## src/hdl/axi_macros.svh

```systemverilog
`ifndef AXI_MACROS_SVH
`define AXI_MACROS_SVH

// Bus field widths
`define AXI_ID_BITS   4
`define AXI_IDS_BITS  8
`define AXI_ADDR_BITS 32
`define AXI_DATA_BITS 32
`define AXI_LEN_BITS  4
`define AXI_SIZE_BITS 3

// Number of masters on the crossbar
`define AXI_MASTERS   2

// Address map, one 64 KiB window per slave
`define S0_BASE       32'h0000_0000
`define S1_BASE       32'h0001_0000
`define SLAVE_SPAN    32'h0001_0000

// Read response codes
`define RESP_OKAY     2'b00
`define RESP_DECERR   2'b11

`endif
```

## src/hdl/routePkg.sv

```systemverilog
`default_nettype none
`include "axi_macros.svh"

package routePkg;

	// Decoded destination of a read request
	typedef enum logic [1:0] {
		tgtS0,
		tgtS1,
		tgtDefault
	} targetT;

	// Read address arbiter
	typedef enum logic [1:0] {
		arbIdle,
		arbIssue,
		arbWait
	} arbStateT;

	// Default slave
	typedef enum logic {
		defIdle,
		defBeat
	} defStateT;

	typedef logic [$clog2(`AXI_MASTERS)-1:0] masterSelT;

endpackage

`default_nettype wire

```

## src/hdl/axiPkg.sv

```systemverilog
`default_nettype none
`include "axi_macros.svh"

package axiPkg;

	// Master side ID
	typedef logic [`AXI_ID_BITS-1:0] masterIdT;

	// Slave side ID, master number in the upper nibble
	typedef logic [`AXI_IDS_BITS-1:0] slaveIdT;

	typedef logic [`AXI_ADDR_BITS-1:0] addrT;
	typedef logic [`AXI_DATA_BITS-1:0] dataT;

	// Beats minus one
	typedef logic [`AXI_LEN_BITS-1:0] lenT;

	typedef logic [`AXI_SIZE_BITS-1:0] sizeT;

	// Only INCR is carried through
	typedef logic [1:0] burstT;

	typedef logic [1:0] respT;

endpackage

`default_nettype wire

```

## src/hdl/axiIfs.sv

```systemverilog
`timescale 1ns/10ps
`default_nettype none

// Read address channel
// Master side instances use only the lower nibble of id
interface arChannelIf;
	axiPkg::slaveIdT id;
	axiPkg::addrT addr;
	axiPkg::lenT len;
	axiPkg::sizeT size;
	axiPkg::burstT burst;
	logic valid;
	logic ready;

	modport src (
		output id, addr, len, size, burst, valid,
		input ready
	);

	modport dst (
		input id, addr, len, size, burst, valid,
		output ready
	);
endinterface

// Read data channel
interface rChannelIf;
	axiPkg::slaveIdT id;
	axiPkg::dataT data;
	axiPkg::respT resp;
	logic last;
	logic valid;
	logic ready;

	modport src (
		output id, data, resp, last, valid,
		input ready
	);

	modport dst (
		input id, data, resp, last, valid,
		output ready
	);
endinterface

`default_nettype wire

```

## src/hdl/axiReadXbar.sv

```systemverilog
`timescale 1ns/10ps
`default_nettype none

module axiReadXbar (
	input wire logic ACLK,
	input wire logic rst,

	// Master 0
	input wire axiPkg::masterIdT ARID_M0,
	input wire axiPkg::addrT ARADDR_M0,
	input wire axiPkg::lenT ARLEN_M0,
	input wire axiPkg::sizeT ARSIZE_M0,
	input wire axiPkg::burstT ARBURST_M0,
	input wire logic ARVALID_M0,
	output logic ARREADY_M0,
	output axiPkg::masterIdT RID_M0,
	output axiPkg::dataT RDATA_M0,
	output axiPkg::respT RRESP_M0,
	output logic RLAST_M0,
	output logic RVALID_M0,
	input wire logic RREADY_M0,

	// Master 1
	input wire axiPkg::masterIdT ARID_M1,
	input wire axiPkg::addrT ARADDR_M1,
	input wire axiPkg::lenT ARLEN_M1,
	input wire axiPkg::sizeT ARSIZE_M1,
	input wire axiPkg::burstT ARBURST_M1,
	input wire logic ARVALID_M1,
	output logic ARREADY_M1,
	output axiPkg::masterIdT RID_M1,
	output axiPkg::dataT RDATA_M1,
	output axiPkg::respT RRESP_M1,
	output logic RLAST_M1,
	output logic RVALID_M1,
	input wire logic RREADY_M1,

	// Slave 0
	output axiPkg::slaveIdT ARID_S0,
	output axiPkg::addrT ARADDR_S0,
	output axiPkg::lenT ARLEN_S0,
	output axiPkg::sizeT ARSIZE_S0,
	output axiPkg::burstT ARBURST_S0,
	output logic ARVALID_S0,
	input wire logic ARREADY_S0,
	input wire axiPkg::slaveIdT RID_S0,
	input wire axiPkg::dataT RDATA_S0,
	input wire axiPkg::respT RRESP_S0,
	input wire logic RLAST_S0,
	input wire logic RVALID_S0,
	output logic RREADY_S0,

	// Slave 1
	output axiPkg::slaveIdT ARID_S1,
	output axiPkg::addrT ARADDR_S1,
	output axiPkg::lenT ARLEN_S1,
	output axiPkg::sizeT ARSIZE_S1,
	output axiPkg::burstT ARBURST_S1,
	output logic ARVALID_S1,
	input wire logic ARREADY_S1,
	input wire axiPkg::slaveIdT RID_S1,
	input wire axiPkg::dataT RDATA_S1,
	input wire axiPkg::respT RRESP_S1,
	input wire logic RLAST_S1,
	input wire logic RVALID_S1,
	output logic RREADY_S1
);

	arChannelIf mAr0();
	arChannelIf mAr1();
	arChannelIf sAr0();
	arChannelIf sAr1();
	arChannelIf defAr();
	rChannelIf mR0();
	rChannelIf mR1();
	rChannelIf sR0();
	rChannelIf sR1();
	rChannelIf defR();

	logic burstDone;

	// Master ports, IDs zero extended inside
	assign mAr0.id = axiPkg::slaveIdT'(ARID_M0);
	assign mAr0.addr = ARADDR_M0;
	assign mAr0.len = ARLEN_M0;
	assign mAr0.size = ARSIZE_M0;
	assign mAr0.burst = ARBURST_M0;
	assign mAr0.valid = ARVALID_M0;
	assign ARREADY_M0 = mAr0.ready;
	assign RID_M0 = axiPkg::masterIdT'(mR0.id);
	assign RDATA_M0 = mR0.data;
	assign RRESP_M0 = mR0.resp;
	assign RLAST_M0 = mR0.last;
	assign RVALID_M0 = mR0.valid;
	assign mR0.ready = RREADY_M0;

	assign mAr1.id = axiPkg::slaveIdT'(ARID_M1);
	assign mAr1.addr = ARADDR_M1;
	assign mAr1.len = ARLEN_M1;
	assign mAr1.size = ARSIZE_M1;
	assign mAr1.burst = ARBURST_M1;
	assign mAr1.valid = ARVALID_M1;
	assign ARREADY_M1 = mAr1.ready;
	assign RID_M1 = axiPkg::masterIdT'(mR1.id);
	assign RDATA_M1 = mR1.data;
	assign RRESP_M1 = mR1.resp;
	assign RLAST_M1 = mR1.last;
	assign RVALID_M1 = mR1.valid;
	assign mR1.ready = RREADY_M1;

	// Slave ports
	assign ARID_S0 = sAr0.id;
	assign ARADDR_S0 = sAr0.addr;
	assign ARLEN_S0 = sAr0.len;
	assign ARSIZE_S0 = sAr0.size;
	assign ARBURST_S0 = sAr0.burst;
	assign ARVALID_S0 = sAr0.valid;
	assign sAr0.ready = ARREADY_S0;
	assign sR0.id = RID_S0;
	assign sR0.data = RDATA_S0;
	assign sR0.resp = RRESP_S0;
	assign sR0.last = RLAST_S0;
	assign sR0.valid = RVALID_S0;
	assign RREADY_S0 = sR0.ready;

	assign ARID_S1 = sAr1.id;
	assign ARADDR_S1 = sAr1.addr;
	assign ARLEN_S1 = sAr1.len;
	assign ARSIZE_S1 = sAr1.size;
	assign ARBURST_S1 = sAr1.burst;
	assign ARVALID_S1 = sAr1.valid;
	assign sAr1.ready = ARREADY_S1;
	assign sR1.id = RID_S1;
	assign sR1.data = RDATA_S1;
	assign sR1.resp = RRESP_S1;
	assign sR1.last = RLAST_S1;
	assign sR1.valid = RVALID_S1;
	assign RREADY_S1 = sR1.ready;

	arRouter arb (
		.ACLK(ACLK),
		.rst(rst),
		.mAr0(mAr0),
		.mAr1(mAr1),
		.sAr0(sAr0),
		.sAr1(sAr1),
		.defAr(defAr),
		.burstDone(burstDone)
	);

	defaultSlave defSlave (
		.ACLK(ACLK),
		.rst(rst),
		.ar(defAr),
		.r(defR)
	);

	readDataRouter rRouter (
		.sR0(sR0),
		.sR1(sR1),
		.defR(defR),
		.mR0(mR0),
		.mR1(mR1),
		.burstDone(burstDone)
	);

endmodule

`default_nettype wire

```

## src/hdl/readDataRouter.sv

```systemverilog
`timescale 1ns/10ps
`default_nettype none
`include "axi_macros.svh"

module readDataRouter (
	rChannelIf.dst sR0,
	rChannelIf.dst sR1,
	rChannelIf.dst defR,
	rChannelIf.src mR0,
	rChannelIf.src mR1,
	output logic burstDone
);

	routePkg::targetT src;
	routePkg::masterSelT dstMaster;
	axiPkg::slaveIdT selId;
	axiPkg::masterIdT narrowId;
	axiPkg::dataT selData;
	axiPkg::respT selResp;
	logic selLast;
	logic selValid;
	logic selReady;

	// At most one source is busy, pick whichever is valid
	always_comb begin
		if (sR0.valid)
			src = routePkg::tgtS0;
		else if (sR1.valid)
			src = routePkg::tgtS1;
		else
			src = routePkg::tgtDefault;
	end

	always_comb begin
		case (src)
			routePkg::tgtS0: begin
				selId = sR0.id;
				selData = sR0.data;
				selResp = sR0.resp;
				selLast = sR0.last;
				selValid = sR0.valid;
			end
			routePkg::tgtS1: begin
				selId = sR1.id;
				selData = sR1.data;
				selResp = sR1.resp;
				selLast = sR1.last;
				selValid = sR1.valid;
			end
			default: begin
				selId = defR.id;
				selData = defR.data;
				selResp = defR.resp;
				selLast = defR.last;
				selValid = defR.valid;
			end
		endcase
	end

	// Upper nibble names the master, lower nibble is its own ID
	assign dstMaster = routePkg::masterSelT'(selId[`AXI_IDS_BITS-1:`AXI_ID_BITS]);
	assign narrowId = axiPkg::masterIdT'(selId);

	assign mR0.valid = selValid && (dstMaster == 1'b0);
	assign mR1.valid = selValid && (dstMaster == 1'b1);
	assign mR0.id = axiPkg::slaveIdT'(narrowId);
	assign mR1.id = axiPkg::slaveIdT'(narrowId);
	assign mR0.data = selData;
	assign mR1.data = selData;
	assign mR0.resp = selResp;
	assign mR1.resp = selResp;
	assign mR0.last = selLast;
	assign mR1.last = selLast;

	assign selReady = dstMaster ? mR1.ready : mR0.ready;
	assign sR0.ready = (src == routePkg::tgtS0) && selValid && selReady;
	assign sR1.ready = (src == routePkg::tgtS1) && selValid && selReady;
	assign defR.ready = (src == routePkg::tgtDefault) && selValid && selReady;

	// Last beat accepted by its master frees the arbiter
	assign burstDone = selValid && selReady && selLast;

endmodule

`default_nettype wire

```

## src/hdl/defaultSlave.sv

```systemverilog
`timescale 1ns/10ps
`default_nettype none
`include "axi_macros.svh"

module defaultSlave (
	input wire logic ACLK,
	input wire logic rst,
	arChannelIf.dst ar,
	rChannelIf.src r
);

	routePkg::defStateT state;
	axiPkg::slaveIdT rspId;
	// Beats still to send after the current one
	axiPkg::lenT beatsLeft;

	// Takes a request whenever no burst is in flight
	assign ar.ready = (state == routePkg::defIdle);

	assign r.valid = (state == routePkg::defBeat);
	assign r.id = rspId;
	assign r.data = '0;
	assign r.resp = `RESP_DECERR;
	assign r.last = (beatsLeft == '0);

	always_ff @(posedge ACLK) begin
		if (rst) begin
			state <= routePkg::defIdle;
			beatsLeft <= '0;
		end else begin
			case (state)
				routePkg::defIdle: begin
					if (ar.valid) begin
						beatsLeft <= ar.len;
						state <= routePkg::defBeat;
					end
				end
				routePkg::defBeat: begin
					// r.valid is high here, so ready alone completes a beat
					if (r.ready) begin
						if (r.last)
							state <= routePkg::defIdle;
						else
							beatsLeft <= beatsLeft - axiPkg::lenT'(1);
					end
				end
			endcase
		end
	end

	always_ff @(posedge ACLK) begin
		if (state == routePkg::defIdle && ar.valid)
			rspId <= ar.id;
	end

endmodule

`default_nettype wire

```

## src/hdl/arRouter.sv

```systemverilog
`timescale 1ns/10ps
`default_nettype none
`include "axi_macros.svh"

module arRouter (
	input wire logic ACLK,
	input wire logic rst,
	arChannelIf.dst mAr0,
	arChannelIf.dst mAr1,
	arChannelIf.src sAr0,
	arChannelIf.src sAr1,
	arChannelIf.src defAr,
	input wire logic burstDone
);

	routePkg::arbStateT state;
	// Master of the current or most recent burst
	routePkg::masterSelT grant;
	routePkg::masterSelT pick;
	routePkg::targetT target;
	logic arReady;
	logic arHs;
	logic anyReq;
	logic targetReady;

	axiPkg::masterIdT selId;
	axiPkg::addrT selAddr;
	axiPkg::slaveIdT reqId;
	axiPkg::addrT reqAddr;
	axiPkg::lenT reqLen;
	axiPkg::sizeT reqSize;
	axiPkg::burstT reqBurst;

	function automatic routePkg::targetT decode(input axiPkg::addrT a);
		if ((a - `S0_BASE) < `SLAVE_SPAN)
			return routePkg::tgtS0;
		else if ((a - `S1_BASE) < `SLAVE_SPAN)
			return routePkg::tgtS1;
		else
			return routePkg::tgtDefault;
	endfunction

	// Round robin, the master not granted last wins a tie
	assign anyReq = mAr0.valid | mAr1.valid;
	always_comb begin
		if (mAr0.valid && mAr1.valid)
			pick = ~grant;
		else if (mAr1.valid)
			pick = 1'b1;
		else
			pick = 1'b0;
	end

	// Request fields of the master holding the grant
	assign selId = grant ? mAr1.id[`AXI_ID_BITS-1:0] : mAr0.id[`AXI_ID_BITS-1:0];
	assign selAddr = grant ? mAr1.addr : mAr0.addr;
	assign arHs = arReady && (grant ? mAr1.valid : mAr0.valid);

	assign mAr0.ready = arReady && (grant == 1'b0);
	assign mAr1.ready = arReady && (grant == 1'b1);

	always_ff @(posedge ACLK) begin
		if (rst) begin
			state <= routePkg::arbIdle;
			arReady <= 1'b0;
			// M0 gets the first tie after reset
			grant <= 1'b1;
		end else begin
			case (state)
				routePkg::arbIdle: begin
					if (arReady) begin
						if (arHs) begin
							arReady <= 1'b0;
							state <= routePkg::arbIssue;
						end
					end else if (anyReq) begin
						arReady <= 1'b1;
						grant <= pick;
					end
				end
				routePkg::arbIssue: begin
					if (targetReady)
						state <= routePkg::arbWait;
				end
				routePkg::arbWait: begin
					// Hold off new grants until the last beat is delivered
					if (burstDone)
						state <= routePkg::arbIdle;
				end
				default: state <= routePkg::arbIdle;
			endcase
		end
	end

	// Latched request, ID widened with the master number
	always_ff @(posedge ACLK) begin
		if (state == routePkg::arbIdle && arHs) begin
			reqId <= {axiPkg::masterIdT'(grant), selId};
			reqAddr <= selAddr;
			reqLen <= grant ? mAr1.len : mAr0.len;
			reqSize <= grant ? mAr1.size : mAr0.size;
			reqBurst <= grant ? mAr1.burst : mAr0.burst;
			target <= decode(selAddr);
		end
	end

	always_comb begin
		case (target)
			routePkg::tgtS0: targetReady = sAr0.ready;
			routePkg::tgtS1: targetReady = sAr1.ready;
			default: targetReady = defAr.ready;
		endcase
	end

	assign sAr0.valid = (state == routePkg::arbIssue) && (target == routePkg::tgtS0);
	assign sAr1.valid = (state == routePkg::arbIssue) && (target == routePkg::tgtS1);
	assign defAr.valid = (state == routePkg::arbIssue) && (target == routePkg::tgtDefault);

	// Same payload on every target, only valid is steered
	assign sAr0.id = reqId;
	assign sAr0.addr = reqAddr;
	assign sAr0.len = reqLen;
	assign sAr0.size = reqSize;
	assign sAr0.burst = reqBurst;
	assign sAr1.id = reqId;
	assign sAr1.addr = reqAddr;
	assign sAr1.len = reqLen;
	assign sAr1.size = reqSize;
	assign sAr1.burst = reqBurst;
	assign defAr.id = reqId;
	assign defAr.addr = reqAddr;
	assign defAr.len = reqLen;
	assign defAr.size = reqSize;
	assign defAr.burst = reqBurst;

endmodule

`default_nettype wire

```

## config.mk

```make
export PLATFORM = sky130hd
export DESIGN_NAME = axiReadXbar
export DESIGN_NICKNAME = d
export VERILOG_FILES = /design/src/hdl/routePkg.sv /design/src/hdl/axiPkg.sv /design/src/hdl/axiIfs.sv /design/src/hdl/axiReadXbar.sv /design/src/hdl/readDataRouter.sv /design/src/hdl/defaultSlave.sv /design/src/hdl/arRouter.sv
export VERILOG_INCLUDE_DIRS = /design/src /design/src/hdl
export SDC_FILE = /design/constraint.sdc
export NUM_CORES = 1
export LEC_CHECK = 0
export ABC_AREA = 1
export ABC_CLOCK_PERIOD_IN_PS = 6150
export BUFFER_PORTS_ARGS = -buffer_cell sky130_fd_sc_hd__clkbuf_2
export CAP_MARGIN = 0
export CORE_AREA = 4 4 141 143
export CTS_CLUSTER_DIAMETER = 50
export DETAILED_ROUTE_END_ITERATION = 10
export DIE_AREA = 0 0 145 147
export PLACE_DENSITY = 0.59
export SKIP_LAST_GASP = 1
export SYNTH_ARGS = -nofsm -noshare
export SYNTH_HDL_FRONTEND = slang
export SYNTH_SLANG_ARGS = --single-unit
```

## constraint.sdc

```tcl
create_clock -name ACLK -period 6.15 [get_ports ACLK]
set_input_delay 0 -clock ACLK [delete_from_list [all_inputs] [get_ports ACLK]]
set_output_delay 0 -clock ACLK [all_outputs]
set_load 0.01 [all_outputs]
```

==> flow_summary.toml <==
[finish]
area_growth_pct = 56.1
final_area_mm2 = 0.00648
nFillCells = 1880
n_antenna_cell = 0
fin_nets = 971
drive_gt1_share_pct = 54.4

[placed_design]
place_area_mm2 = 0.00551
dp_hpwl_um = 12400
gp_congestion = 0.750
io_buffers = 357

[timing]
slew_headroom_pct = 42.0
drv_slew = 0
fin_crit_sh_pct = 41.8
hold_viol_final = 0
setup_viol = 0
skew_ns = 0.00928
period_minus_slack_ns = 2.57
worstMarginPinSlew_ns = 0.870
rsz0062_at_grt = "false"
final.setup.tns_ns = 0
fmax_mhz = 389

[clock_tree]
cts_tree = "yes"
clock_path_buffers = 2
clkLatencyLatePin_ns = 0.33
numCtsBuffers = 9
postCtsSetupRepairBufs = 0
path_clk_slew_ns = 0.06
cts_root_buf = "clkbuf_16"
clock-sinks = 62
h-tree-depth = 3

[detailed_routing]
wl_um = 15300
ant_nets = 0
routed.top_layer = "met4"
dr.first_iter.drc_count = 121
via_count = 4123
drc = 0
wl_met3_um = 1140
drt-pass1-iter-count = 4
via_per_inst = 4.03
wl_met2_um = 8770
wl_met1_um = 5060
routedWlPerCell_um = 15.0

[pwr]
leakage_nw = 3.38
vdd_drop_max_mv = 0.102
combPwrFrac_pct = 31.7
power.share.sequential_pct = 36.7
powerDensity_mw_per_mm2 = 226
p_switching_uw = 455
p_sw_share_pct = 31.0
internal-power_mw = 1.01
p_clk_share_pct = 31.7

[floorplan]
dieArea_mm2 = 0.0213
initial_core_util_pct = 22.3
core_area_mm2 = 0.0186
io_pins = 370
num_rows = 50
die-width_um = 145
die_height_um = 147

[worst_setup_path]
r2r-end = "arb.defAr.burst[0]"
path_class = "flip-flop to flip-flop"
cp-end-kind = "flip-flop"
worstPathRequired_ns = 6.13
cp_common_cell = "buf_4"
cpPeakStageDelay_ns = 0.58
reg2regPathDepth = 6
worst-endpoint-arrival_ns = 2.55
crit_start = "arb.grant"
cp_max_fo = 66
startpoint_type = "flip-flop"
r2r_start = "arb.grant"
critical_path.endpoint = "arb.defAr.burst[0]"
r2r_setup_slack_ns = 3.58
critical_path.cell_chain = "buf_4 -> nand2_1 -> inv_1 -> a22oi_1 -> nor2_4 -> buf_4"
slowest_stage = "buf_4"

[logic_synthesis]
ys_warn_count = 0
syn_avg_cell_area_um2 = 9.35
netlist_area_mm2 = 0.00415
synth_seq_cells = 62
netlist_instances = 444
synth_seq_area_share_pct = 42.7
ys_types = 33

[grt]
grt_overflow = 0
grt_pass1_vias = 4231
grt_pass1_wl_um = 23000
antenna_found_initial = 0
grt_use_total_pct = 13.9
grt_start_max_net_pins = 67

[outcome]
status = "complete, no violations"

[hold_path]
min_path_type = "input pin to flip-flop"

[run]
max_cap_violations = 0
routing by layer:
layer  vias up  global-route usage [%]
met5         -                       0
met2       215                    28.7
li1       2061                       -
met1      1829                    13.0
met3        18                    3.86
met4         0                    4.80
cells by family (layout without fill, tap and decap cells):
kind of cell               count (synthesis)  in the layout  synth area share [%]
DFF                                       62             62                  42.7
and+or+nand+nor                          117            117                  12.3
xor gates and xnor gates                   1              1                 0.211
buffers and inverters                    168            508                  24.5
other                                      1              6                0.0903
AOI/OAI and AO/OA                         64             64                  11.8
muxes                                     30             30                  8.11
adders and majority gates                  1              1                 0.301
state kept, by name, indices dropped and copies added, names as in the netlist:
register and flops:
arb.defAr.addr 32, arb.defAr.id 5, defSlave.r.id 5, arb.defAr.len 4, defSlave.beatsLeft 4, arb.defAr.size 3, arb.defAr.burst 2, arb.state 2
arb.target 2, arb.arReady 1, arb.grant 1, defSlave.r.valid 1
cell usage in the layout, fill, tap and decap left out, types with 4 or more instances in the layout:
cell type	netlist	routed
a21oi_1	5	5
a22o_1	32	32
a22oi_1	5	5
clkbuf_16	0	9
clkbuf_2	0	357
conb_1	1	6
dfxtp_1	9	8
dlygate4sd3_1	0	70
edfxtp_1	53	53
inv_1	59	59
mux2_2	29	29
nand2_1	61	61
nand2_2	4	4
nand3_1	9	9
nand4_1	4	4
nor2_1	28	26
o21ai_0	10	10
o21ai_2	7	7
per-stage QoR:
| stage | util (%) | total power, mW | hold WS [ns] | worst slack, ns | std cells |
|---|---|---|---|---|---|
| finish | 34.9 | 1.47 | 0.0172 | 3.58 | 1023 |
| global route | 34.9 | 1.56 | 0.0326 | 3.32 | 1023 |
| CTS | 34.9 | 1.49 | 0.000274 | 3.46 | 1023 |
| detailed placement | 29.6 | 0.961 | 0.262 | 3.49 | 937 |
| global placement | 29.6 | 0.957 | 0.260 | 3.51 | 937 |
| floorplan | - | 0.834 | 0.0691 | 2.72 | 449 |
synthesized netlist by cell type, drive strengths merged:
| cell type | number | area, um^2 |
|---|---|---|
| o21ai | 19 | 121 |
| o2111ai | 1 | 8.76 |
| nand4 | 4 | 25.0 |
| nor3 | 3 | 20.0 |
| a21oi | 5 | 25.0 |
| dfxtp | 9 | 180 |
| ha | 1 | 12.5 |
| a22oi | 5 | 37.5 |
| buf | 106 | 783 |
| mux2i | 1 | 10.0 |
| nor2 | 32 | 135 |
| a22o | 32 | 280 |
| nand3 | 11 | 65.1 |
| edfxtp | 53 | 1590 |
| o22a | 2 | 17.5 |
| and2 | 2 | 12.5 |
| inv | 62 | 233 |
| nand2 | 65 | 254 |
| xor2 | 1 | 8.76 |
| conb | 1 | 3.75 |
| mux2 | 29 | 327 |
final cells by class:
| cell class | count | area [um^2] | area share (%) |
|---|---|---|---|
| Timing Repair Buffer | 430 | 2510 | 38.7 |
| Clock inverter | 7 | 48.8 | 0.753 |
| Inverter | 62 | 233 | 3.59 |
| Clock buffer | 9 | 225 | 3.48 |
| Multi-Input combinational cell | 219 | 1400 | 21.6 |
| Sequential cell | 62 | 1770 | 27.4 |
| Tap cell | 234 | 293 | 4.52 |
power by group through the flow:
stage | clock, mW | combinational [mW] | sequential, mW
6_report | 0.464 | 0.465 | 0.537
5_1_grt | 0.500 | 0.513 | 0.543
3_5_place_dp | 0 | 0.415 | 0.546
2_1_floorplan | 0 | 0.278 | 0.557
4_1_cts | 0.481 | 0.470 | 0.539
3_3_place_gp | 0 | 0.410 | 0.546
worst min-delay path by stage:
stage	startpoint	end	cells past startpoint
after floorplan	rst	arb.arReady	1
after global placement	rst	defSlave.r.valid	2
after detailed placement	rst	arb.state[1]	2
after CTS	ARVALID_M0	arb.grant	4
after global routing	ARVALID_M0	arb.grant	4
final	ARVALID_M0	arb.grant	4
timing repair:
action                                 in CTS  in global routing
resized for setup                           0                  0
endpoints found under the hold margin      44                  0
hold buffers                               70                  0
worst max-delay path: cells and delay by family, from the launching register on:
family	cells	cell delay, ns
AO/OA/AOI/OAI	1	0.12
AND/OR/NAND/NOR	2	0.60
flip-flops	1	0.31
buffers and inverters	3	1.15
(Power assumes the default switching activity.)
